--- src/common/gat_params.svh ---
`ifndef GAT_PARAMS_SVH
`define GAT_PARAMS_SVH

// Width of every value in H, W, a and WH
`define GAT_DATA_WIDTH 8

//////////////////////////////////////////////////////////////////////
// Matrix shapes
//////////////////////////////////////////////////////////////////////

`define GAT_H_ROWS 10
`define GAT_H_COLS 4

// Also the number of MAC lanes
`define GAT_W_COLS 4

// W flattened row major, row times GAT_W_COLS plus column
`define GAT_W_DEPTH (`GAT_H_COLS * `GAT_W_COLS)

//////////////////////////////////////////////////////////////////////
// Memory depths
//////////////////////////////////////////////////////////////////////

`define GAT_NNZ_DEPTH 32
`define GAT_NODE_INFO_DEPTH 16
`define GAT_WH_DEPTH 16
`define GAT_A_DEPTH 8

// Largest neighbourhood
`define GAT_NUM_NODES 5

`endif

--- src/common/gat_pkg.sv ---
`default_nettype none

`include "gat_params.svh"

package gat_pkg;

  typedef logic [`GAT_DATA_WIDTH-1:0]                data_t;
  typedef logic [$clog2(`GAT_H_COLS)-1:0]            col_idx_t;
  typedef logic [$clog2(`GAT_NNZ_DEPTH)-1:0]         nnz_addr_t;
  typedef logic [$clog2(`GAT_NODE_INFO_DEPTH)-1:0]   row_addr_t;
  typedef logic [$clog2(`GAT_W_DEPTH)-1:0]           w_addr_t;
  typedef logic [$clog2(`GAT_A_DEPTH)-1:0]           a_addr_t;
  // Counts from 0 up to and including the maximum
  typedef logic [$clog2(`GAT_H_COLS + 1)-1:0]        row_len_t;
  typedef logic [$clog2(`GAT_NUM_NODES + 1)-1:0]     num_nodes_t;

  // One lane per column of W
  typedef data_t [`GAT_W_COLS-1:0] wh_vec_t;

  typedef struct packed {
    row_len_t   row_len;
    num_nodes_t num_nodes;
    logic       flag;
  } node_info_t;

  typedef struct packed {
    wh_vec_t    wh;
    data_t      coef_src;
    data_t      coef_dst;
    num_nodes_t num_nodes;
    logic       flag;
  } wh_record_t;

  //////////////////////////////////////////////////////////////////////
  // Host load strobes
  //////////////////////////////////////////////////////////////////////

  typedef struct packed {
    logic      ena;
    nnz_addr_t addr;
    col_idx_t  din;
    logic      load_done;
  } col_idx_load_t;

  typedef struct packed {
    logic      ena;
    nnz_addr_t addr;
    data_t     din;
    logic      load_done;
  } value_load_t;

  typedef struct packed {
    logic       ena;
    row_addr_t  addr;
    node_info_t din;
    logic       load_done;
  } node_info_load_t;

  typedef struct packed {
    logic    ena;
    w_addr_t addr;
    data_t   din;
    logic    load_done;
  } weight_load_t;

  typedef struct packed {
    logic    ena;
    a_addr_t addr;
    data_t   din;
    logic    load_done;
  } a_load_t;

  typedef enum logic [2:0] {
    IDLE,
    INFO_REQ,
    INFO_WAIT,
    NNZ_ISSUE,
    DRAIN,
    FINISH
  } spmm_state_t;

endpackage

`default_nettype wire

--- src/attention/attention_coef.sv ---
`default_nettype none

`include "gat_params.svh"

module attention_coef (
  input  logic                                clk,
  input  logic                                reset,
  input  logic                                row_done,
  input  gat_pkg::node_info_t                 row_info,
  input  gat_pkg::row_addr_t                  row_addr,
  input  gat_pkg::wh_vec_t                    wh,
  input  gat_pkg::data_t [`GAT_A_DEPTH-1:0]   a_vec,
  output logic                                wh_wr_en,
  output gat_pkg::row_addr_t                  wh_wr_addr,
  output gat_pkg::wh_record_t                 wh_wr_data
);
  import gat_pkg::*;

  data_t coef_src;
  data_t coef_dst;

  // Low half of a for the source, high half for the destination
  always_comb begin
    coef_src = '0;
    coef_dst = '0;
    for (int j = 0; j < `GAT_W_COLS; j++) begin
      coef_src = coef_src + data_t'(a_vec[j] * wh[j]);
      coef_dst = coef_dst + data_t'(a_vec[`GAT_W_COLS + j] * wh[j]);
    end
  end

  always_ff @(posedge clk) begin
    if (reset) begin
      wh_wr_en <= 1'b0;
    end else begin
      wh_wr_en <= row_done;
    end
  end

  // Record payload
  always_ff @(posedge clk) begin
    if (row_done) begin
      wh_wr_addr           <= row_addr;
      wh_wr_data.wh        <= wh;
      wh_wr_data.coef_src  <= coef_src;
      wh_wr_data.coef_dst  <= coef_dst;
      wh_wr_data.num_nodes <= row_info.num_nodes;
      wh_wr_data.flag      <= row_info.flag;
    end
  end

endmodule

`default_nettype wire

--- src/spmm/spmm_sequencer.sv ---
`default_nettype none

`include "gat_params.svh"

module spmm_sequencer (
  input  logic                clk,
  input  logic                reset,
  input  logic                start,
  output logic                node_info_rd_en,
  output gat_pkg::row_addr_t  node_info_rd_addr,
  input  gat_pkg::node_info_t node_info,
  output logic                nnz_rd_en,
  output gat_pkg::nnz_addr_t  nnz_rd_addr,
  output logic                mac_valid,
  output logic                mac_clear,
  output logic                row_done,
  output gat_pkg::node_info_t row_info,
  output gat_pkg::row_addr_t  row_addr,
  output logic                compute_done
);
  import gat_pkg::*;

  spmm_state_t state;
  row_addr_t   row_ptr;
  nnz_addr_t   nnz_ptr;
  node_info_t  cur_info;
  row_len_t    issue_cnt;
  logic        last_issue;
  logic        last_row;

  assign node_info_rd_en   = (state == INFO_REQ);
  assign node_info_rd_addr = row_ptr;
  // Empty rows still take one issue slot, but read nothing
  assign nnz_rd_en         = (state == NNZ_ISSUE) && (cur_info.row_len != '0);
  assign nnz_rd_addr       = nnz_ptr;
  assign row_info          = cur_info;

  assign last_issue = (cur_info.row_len <= row_len_t'(issue_cnt + 1'b1));
  assign last_row   = (row_ptr == row_addr_t'(`GAT_H_ROWS - 1));

  //////////////////////////////////////////////////////////////////////
  // Row walk
  //////////////////////////////////////////////////////////////////////

  always_ff @(posedge clk) begin
    if (reset) begin
      state     <= IDLE;
      row_ptr   <= '0;
      nnz_ptr   <= '0;
      cur_info  <= '0;
      issue_cnt <= '0;
      row_addr  <= '0;
    end else begin
      case (state)
        IDLE: begin
          if (start) begin
            state <= INFO_REQ;
          end
        end
        INFO_REQ: begin
          state <= INFO_WAIT;
        end
        INFO_WAIT: begin
          // RAM output is valid here
          cur_info  <= node_info;
          issue_cnt <= '0;
          state     <= NNZ_ISSUE;
        end
        NNZ_ISSUE: begin
          issue_cnt <= issue_cnt + 1'b1;
          // Nonzeros are packed, so the pointer runs on across rows
          if (nnz_rd_en) begin
            nnz_ptr <= nnz_ptr + 1'b1;
          end
          if (last_issue) begin
            state <= DRAIN;
          end
        end
        DRAIN: begin
          row_addr <= row_ptr;
          row_ptr  <= row_ptr + 1'b1;
          state    <= last_row ? FINISH : INFO_REQ;
        end
        FINISH: begin
          state <= FINISH;
        end
        default: begin
          state <= IDLE;
        end
      endcase
    end
  end

  // Strobes toward the MAC array and the attention unit
  always_ff @(posedge clk) begin
    if (reset) begin
      mac_valid    <= 1'b0;
      mac_clear    <= 1'b0;
      row_done     <= 1'b0;
      compute_done <= 1'b0;
    end else begin
      mac_valid <= nnz_rd_en;
      mac_clear <= (state == NNZ_ISSUE) && (issue_cnt == '0);
      row_done  <= (state == DRAIN);
      // Last record is written the cycle after the final row_done
      if ((state == FINISH) && !row_done) begin
        compute_done <= 1'b1;
      end
    end
  end

endmodule

`default_nettype wire

--- src/spmm/wh_mac_array.sv ---
`default_nettype none

`include "gat_params.svh"

module wh_mac_array (
  input  logic                                clk,
  input  logic                                reset,
  input  logic                                mac_valid,
  input  logic                                mac_clear,
  input  gat_pkg::col_idx_t                   col_idx,
  input  gat_pkg::data_t                      value,
  input  gat_pkg::data_t [`GAT_W_DEPTH-1:0]   weights,
  output gat_pkg::wh_vec_t                    wh
);
  import gat_pkg::*;

  wh_vec_t prod;

  // Lane j takes W[col_idx][j], products wrap at 8 bits
  always_comb begin
    for (int j = 0; j < `GAT_W_COLS; j++) begin
      prod[j] = value * weights[w_addr_t'(col_idx * `GAT_W_COLS + j)];
    end
  end

  always_ff @(posedge clk) begin
    if (reset) begin
      wh <= '0;
    end else if (mac_clear) begin
      // Clear alone marks an empty row
      wh <= mac_valid ? prod : '0;
    end else if (mac_valid) begin
      for (int j = 0; j < `GAT_W_COLS; j++) begin
        wh[j] <= wh[j] + prod[j];
      end
    end
  end

endmodule

`default_nettype wire

--- src/verilog/dual_port_bram.sv ---
`default_nettype none

module dual_port_bram #(
  parameter int WIDTH = 8,
  parameter int DEPTH = 16
) (
  input  logic                     clk,
  input  logic                     ena,
  input  logic [$clog2(DEPTH)-1:0] addra,
  input  logic [WIDTH-1:0]         dina,
  input  logic                     enb,
  input  logic [$clog2(DEPTH)-1:0] addrb,
  output logic [WIDTH-1:0]         doutb
);

  logic [WIDTH-1:0] mem [DEPTH];

  // Port A, write only
  always_ff @(posedge clk) begin
    if (ena) begin
      mem[addra] <= dina;
    end
  end

  // Port B, read data appears the cycle after enb
  always_ff @(posedge clk) begin
    if (enb) begin
      doutb <= mem[addrb];
    end
  end

endmodule

`default_nettype wire

--- src/verilog/gat_top.sv ---
`default_nettype none

`include "gat_params.svh"

module gat_top (
  input  logic                     clk,
  input  logic                     reset,
  input  gat_pkg::col_idx_load_t   col_idx_load,
  input  gat_pkg::value_load_t     value_load,
  input  gat_pkg::node_info_load_t node_info_load,
  input  gat_pkg::weight_load_t    weight_load,
  input  gat_pkg::a_load_t         a_load,
  input  logic                     wh_rd_en,
  input  gat_pkg::row_addr_t       wh_rd_addr,
  output gat_pkg::wh_record_t      wh_rd_data,
  output logic                     compute_done
);
  import gat_pkg::*;

  logic                      start;
  logic                      node_info_rd_en;
  row_addr_t                 node_info_rd_addr;
  node_info_t                node_info;
  logic                      nnz_rd_en;
  nnz_addr_t                 nnz_rd_addr;
  col_idx_t                  col_idx;
  data_t                     value;
  logic                      mac_valid;
  logic                      mac_clear;
  logic                      row_done;
  node_info_t                row_info;
  row_addr_t                 row_addr;
  wh_vec_t                   wh;
  data_t [`GAT_W_DEPTH-1:0]  weights;
  data_t [`GAT_A_DEPTH-1:0]  a_vec;
  logic                      wh_wr_en;
  row_addr_t                 wh_wr_addr;
  wh_record_t                wh_wr_data;

  // Compute waits for every memory
  assign start = col_idx_load.load_done & value_load.load_done &
                 node_info_load.load_done & weight_load.load_done & a_load.load_done;

  //////////////////////////////////////////////////////////////////////
  // Storage for H, W and a
  //////////////////////////////////////////////////////////////////////

  dual_port_bram #(.WIDTH($bits(col_idx_t)), .DEPTH(`GAT_NNZ_DEPTH)) u_col_idx_ram (
    .clk   (clk),
    .ena   (col_idx_load.ena),
    .addra (col_idx_load.addr),
    .dina  (col_idx_load.din),
    .enb   (nnz_rd_en),
    .addrb (nnz_rd_addr),
    .doutb (col_idx)
  );

  dual_port_bram #(.WIDTH($bits(data_t)), .DEPTH(`GAT_NNZ_DEPTH)) u_value_ram (
    .clk   (clk),
    .ena   (value_load.ena),
    .addra (value_load.addr),
    .dina  (value_load.din),
    .enb   (nnz_rd_en),
    .addrb (nnz_rd_addr),
    .doutb (value)
  );

  dual_port_bram #(.WIDTH($bits(node_info_t)), .DEPTH(`GAT_NODE_INFO_DEPTH)) u_node_info_ram (
    .clk   (clk),
    .ena   (node_info_load.ena),
    .addra (node_info_load.addr),
    .dina  (node_info_load.din),
    .enb   (node_info_rd_en),
    .addrb (node_info_rd_addr),
    .doutb (node_info)
  );

  vector_regfile #(.DEPTH(`GAT_W_DEPTH)) u_weight_rf (
    .clk     (clk),
    .reset   (reset),
    .wr_en   (weight_load.ena),
    .wr_addr (weight_load.addr),
    .wr_data (weight_load.din),
    .entries (weights)
  );

  vector_regfile #(.DEPTH(`GAT_A_DEPTH)) u_a_rf (
    .clk     (clk),
    .reset   (reset),
    .wr_en   (a_load.ena),
    .wr_addr (a_load.addr),
    .wr_data (a_load.din),
    .entries (a_vec)
  );

  //////////////////////////////////////////////////////////////////////
  // Compute path
  //////////////////////////////////////////////////////////////////////

  spmm_sequencer u_seq (
    .clk               (clk),
    .reset             (reset),
    .start             (start),
    .node_info_rd_en   (node_info_rd_en),
    .node_info_rd_addr (node_info_rd_addr),
    .node_info         (node_info),
    .nnz_rd_en         (nnz_rd_en),
    .nnz_rd_addr       (nnz_rd_addr),
    .mac_valid         (mac_valid),
    .mac_clear         (mac_clear),
    .row_done          (row_done),
    .row_info          (row_info),
    .row_addr          (row_addr),
    .compute_done      (compute_done)
  );

  wh_mac_array u_mac (
    .clk       (clk),
    .reset     (reset),
    .mac_valid (mac_valid),
    .mac_clear (mac_clear),
    .col_idx   (col_idx),
    .value     (value),
    .weights   (weights),
    .wh        (wh)
  );

  attention_coef u_attn (
    .clk        (clk),
    .reset      (reset),
    .row_done   (row_done),
    .row_info   (row_info),
    .row_addr   (row_addr),
    .wh         (wh),
    .a_vec      (a_vec),
    .wh_wr_en   (wh_wr_en),
    .wh_wr_addr (wh_wr_addr),
    .wh_wr_data (wh_wr_data)
  );

  // Results, read back by the host
  dual_port_bram #(.WIDTH($bits(wh_record_t)), .DEPTH(`GAT_WH_DEPTH)) u_wh_ram (
    .clk   (clk),
    .ena   (wh_wr_en),
    .addra (wh_wr_addr),
    .dina  (wh_wr_data),
    .enb   (wh_rd_en),
    .addrb (wh_rd_addr),
    .doutb (wh_rd_data)
  );

endmodule

`default_nettype wire

--- src/verilog/vector_regfile.sv ---
`default_nettype none

module vector_regfile #(
  parameter int DEPTH = 16
) (
  input  logic                       clk,
  input  logic                       reset,
  input  logic                       wr_en,
  input  logic [$clog2(DEPTH)-1:0]   wr_addr,
  input  gat_pkg::data_t             wr_data,
  output gat_pkg::data_t [DEPTH-1:0] entries
);

  // Whole vector is visible every cycle, so all MAC lanes
  // can read their weight at once
  always_ff @(posedge clk) begin
    if (reset) begin
      entries <= '0;
    end else if (wr_en) begin
      entries[wr_addr] <= wr_data;
    end
  end

endmodule

`default_nettype wire
--- config.mk ---
export PLATFORM = sky130hd
export DESIGN_NAME = gat_top
export DESIGN_NICKNAME = d
export VERILOG_FILES = /design/src/common/gat_pkg.sv /design/src/attention/attention_coef.sv /design/src/spmm/spmm_sequencer.sv /design/src/spmm/wh_mac_array.sv /design/src/verilog/dual_port_bram.sv /design/src/verilog/gat_top.sv /design/src/verilog/vector_regfile.sv
export VERILOG_INCLUDE_DIRS = /design/src /design/src/common
export SDC_FILE = /design/constraint.sdc
export NUM_CORES = 2
export LEC_CHECK = 0
export CAP_MARGIN = 10
export CORE_MARGIN = 2
export CORE_UTILIZATION = 40
export CTS_BUF_LIST = sky130_fd_sc_hd__clkbuf_4
export DETAILED_ROUTE_END_ITERATION = 10
export DONT_BUFFER_PORTS = 1
export SYNTH_ARGS = -nofsm -noshare
export SYNTH_HDL_FRONTEND = slang
export SYNTH_SLANG_ARGS = --single-unit
--- constraint.sdc ---
create_clock -name clk -period 10.9 [get_ports clk]
set_clock_uncertainty 0.05 [all_clocks]
set_input_delay 2.18 -clock clk [delete_from_list [all_inputs] [get_ports clk]]
set_output_delay 2.18 -clock clk [all_outputs]
set_load 0.02 [all_outputs]
==> key figures <==
Clocking
  • Clock Tree Root: clkbuf_4
  • Cts bufs inserted: 428
  • Buffer count from post-CTS setup fixing: 0
  • Clk slew on worst S/H paths: 0.07 ns
  • Resize count post-CTS: 0
  • Post-CTS Hold Fix Bufs: 0
  • CTS tree: yes
  • Clk buf depth: 4
  • H-tree depth: 5
  • Clk Latency, worst-skew pair: 1.38 ns
  • CTS Sinks: 1644

Finish
  • Layout cells sized above 1: 22.61%
  • Most frequent cells in the layout: edfxtp_1 (1389), clkbuf_4 (620), mux4_2 (423), nand2_1 (381), inv_1 (300)
  • Final Net Count: 5389
  • Most common cell after layout, fill and taps aside: edfxtp_1
  • Area Growth Syn to Fin: 10.60%

Setup path
  • Critical path endpoint: u_attn.wh_wr_data[11]$_DFFE_PP_
  • Worst Reg-to-Reg Cells: 18
  • Reg-to-reg slack, setup: 4.21 ns
  • Kind of critical path: reg -> reg
  • FF-to-FF End: u_attn.wh_wr_data[11]$_DFFE_PP_
  • Most frequent CP cell: fa_1
  • Critical Path RT: 11.93 ns
  • Crit start category: register
  • CP Max Fanout: 19
  • CP peak stage delay: 0.78 ns
  • CP Cell Sequence: and2_1, fa_1, fa_1, inv_1, fa_1, inv_1, fa_1, fa_1, fa_1, fa_1, fa_1, ha_1, a21o_1, a21oi_1, xnor2_1, xnor2_1, xnor2_1, xnor2_1
  • Arr. time, crit path: 7.73 ns
  • Worst setup startpoint: u_mac.wh[24]$_SDFFE_PP0P_
  • Crit-path slowest cell: dfxtp_1
  • CP Capture Type: register
  • Crit Reg-Reg Startpoint: u_mac.wh[24]$_SDFFE_PP0P_

Synthesis
  • Number of synthesized register bits: 1644
  • Post-synthesis net count: 5111
  • Top_reg_cell synth: edfxtp_1
  • Number of synthesized flops with an enable pin: 1389
  • Count of cell types in the netlist: 47
  • Sequential fraction of the synthesis area: 62.67%
  • Syn avg cell area: 16.18 um^2
  • Top cell type's share of synthesized area: 55.84%
  • Ys async rst share: 0%
  • Mapped Cells: 4618
  • Synth area leader: edfxtp_1
  • Ys Warns: 0
  • Area contributors post-synth: edfxtp_1 (56%), mux4_2 (13%), dfxtp_1 (6.8%), fa_1 (5.3%), ha_1 (3.8%)
  • Cell Area, Synth: 0.07470 mm^2

Power and ir drop
  • Net Sw Frac: 21.04%
  • Net switching power: 0.002567 W
  • Clk pwr share: 41.5%
  • Peak supply drop: 0.1110 mV
  • Part of the power in combinational logic: 2.1%
  • Pwr/cell area: 147.6 mW/mm^2
  • Pint: 0.009632 W
  • Register share of total power: 56.3%
  • P_leak: 28.88 nW

Drt
  • Initial DRC Count: 2845
  • Drt first pass iters: 5
  • Via density: 5.168
  • Post-route DRC: 0
  • Vias: 39600
  • Antenna Nets Post-Route: 0
  • Routed WL: 172400 um
  • DR WL/cell: 22.51 um

Timing
  • RSZ-0062 raised after global routing: false
  • Slew Viols, Final: 0
  • Setup Viol. Count Final: 0
  • Fin crit period: 6.694 ns
  • Fin. Hold Viols: 0
  • Final period util: 61.42%
  • Slew HR: 16.65%
  • Fin worst setup slack: 4.206 ns
  • Worst slew pin tran: 1.241 ns
  • FMAX: 149.4 MHz
  • Post-Route Setup TNS: 0 ns

Floorplanning
  • Top Ports: 124
  • Die area: 0.1902 mm^2
  • Die width: 436.2 um
  • Die H: 436.2 um
  • Initial Utilization: 40.29%
  • Core ar.: 0.1854 mm^2
  • Std cell rows: 158

Job
  • Max Cap Viol: 0

Global route
  • Grt total ovfl: 0
  • Initial antenna violation count: 9
  • GRT Overall Usage: 18.28%
  • Maximum number of pins on one net before global-route repair: 256
  • First-pass GRT wire length: 262300 um
  • Vias in the first global route: 42150

Hold path
  • Hold crit path type: reg -> reg

Placed design
  • Post-place setup slack: 4.254 ns
  • DP HPWL: 103000 um
  • Final Wtd Congestion: 0.8270
  • IO Port Bufs: 0

Outcome
  • Status: completed
-- state kept, by name (all words and copies together) (netlist names), 32 cells and up --
name	flops
u_a_rf.entries	64
u_attn.wh_wr_data	52
u_col_idx_ram.mem	64
u_mac.wh	32
u_node_info_ram.mem	112
u_value_ram.mem	256
u_weight_rf.entries	128
u_wh_ram.doutb	52
u_wh_ram.mem	832
-- layout make-up --
cell class / instances / area, um^2
flip-flops and latches: 1644 / 46830
repair buffers: 51 / 380.4
well taps: 2480 / 3103
multi-input cells: 2469 / 26050
fillers: 16540 / 102800
clock inverters: 86 / 449.2
clock buffers: 619 / 4647
inverters: 302 / 1134
diodes: 11 / 27.53
-- cells by family after synthesis --
kind of cell,Yosys count,share of synthesized area (%)
flip-flops,1644,62.67
AND/OR/NAND/NOR,1033,6.449
multiplexers,589,15.02
buffers and inverters,505,2.606
adder cells (fa/ha/maj),422,9.038
AO/OA/AOI/OAI,215,1.641
XOR/XNOR,210,2.576
-- worst min-delay path by stage --
stage	startpoint	to	slack, ns	cells after the start
2_1_floorplan	u_seq.row_info[0]$_SDFFE_PP0P_	u_attn.wh_wr_data[0]$_DFFE_PP_	0.35	0
3_3_place_gp	u_seq.row_addr[2]$_SDFFE_PP0P_	u_attn.wh_wr_addr[2]$_DFFE_PP_	0.36	0
3_5_place_dp	u_seq.row_addr[1]$_SDFFE_PP0P_	u_attn.wh_wr_addr[1]$_DFFE_PP_	0.37	0
4_1_cts	u_seq.row_addr[1]$_SDFFE_PP0P_	u_attn.wh_wr_addr[1]$_DFFE_PP_	0.38	0
5_1_grt	u_seq.row_addr[1]$_SDFFE_PP0P_	u_attn.wh_wr_addr[1]$_DFFE_PP_	0.39	0
6_report	u_seq.row_addr[1]$_SDFFE_PP0P_	u_attn.wh_wr_addr[1]$_DFFE_PP_	0.38	0
-- power groups by stage --
stage	Combinational [W]	Clock, W	Sequential, W
finish	0.000258	0.00507	0.00687
global route	0.000278	0.00557	0.00687
CTS	0.000260	0.00524	0.00687
detailed placement	0.000259	0	0.00701
global placement	0.000257	0	0.00701
floorplan	0.000266	0	0.00699
-- through the flow --
step	utilization, %	cell area, um^2	hold slack [ns]	std cells	total power, W
after floorplan	-	74700	0.3548	4618	0.007255
after global placement	41.79	77490	0.3631	6944	0.007264
after detailed placement	41.79	77490	0.3675	6944	0.007269
after CTS	44.53	82580	0.3818	7649	0.01237
after global routing	44.55	82620	0.3873	7661	0.01272
final	44.56	82620	0.3797	7662	0.01220
-- cell usage after synthesis, types with 22 or more instances --
| master | instances |
|---|---|
| nand2b_1 | 26 |
| a21oi_1 | 117 |
| nand2_1 | 381 |
| ha_1 | 226 |
| nor2_1 | 289 |
| clkbuf_1 | 150 |
| dfxtp_1 | 255 |
| buf_1 | 43 |
| inv_1 | 300 |
| xor2_1 | 51 |
| and2_1 | 225 |
| mux4_2 | 423 |
| nor2b_1 | 22 |
| xnor2_1 | 153 |
| o21ai_1 | 27 |
| a22oi_1 | 27 |
| mux2i_1 | 140 |
| fa_1 | 196 |
| edfxtp_1 | 1389 |
-- layer usage --
metal	vias up	GRT usage, %	wire length [um]
li1	17860	-	-
met2	1126	30.35	85200
met1	20330	23.93	73680
met3	285	3.934	9789
met5	-	0	13
met4	2	5.877	3750
-- worst max-delay path: cells and delay by family, from the launching register on --
family | cells | cell delay (ns)
buffers and inverters | 2 | 0.12
XOR/XNOR | 4 | 0.54
adder cells (fa/ha/maj) | 9 | 4.27
AO/OA/AOI/OAI | 2 | 0.35
AND/OR/NAND/NOR | 1 | 0.25
flip-flops | 1 | 0.78
(Power assumes the default switching activity.)
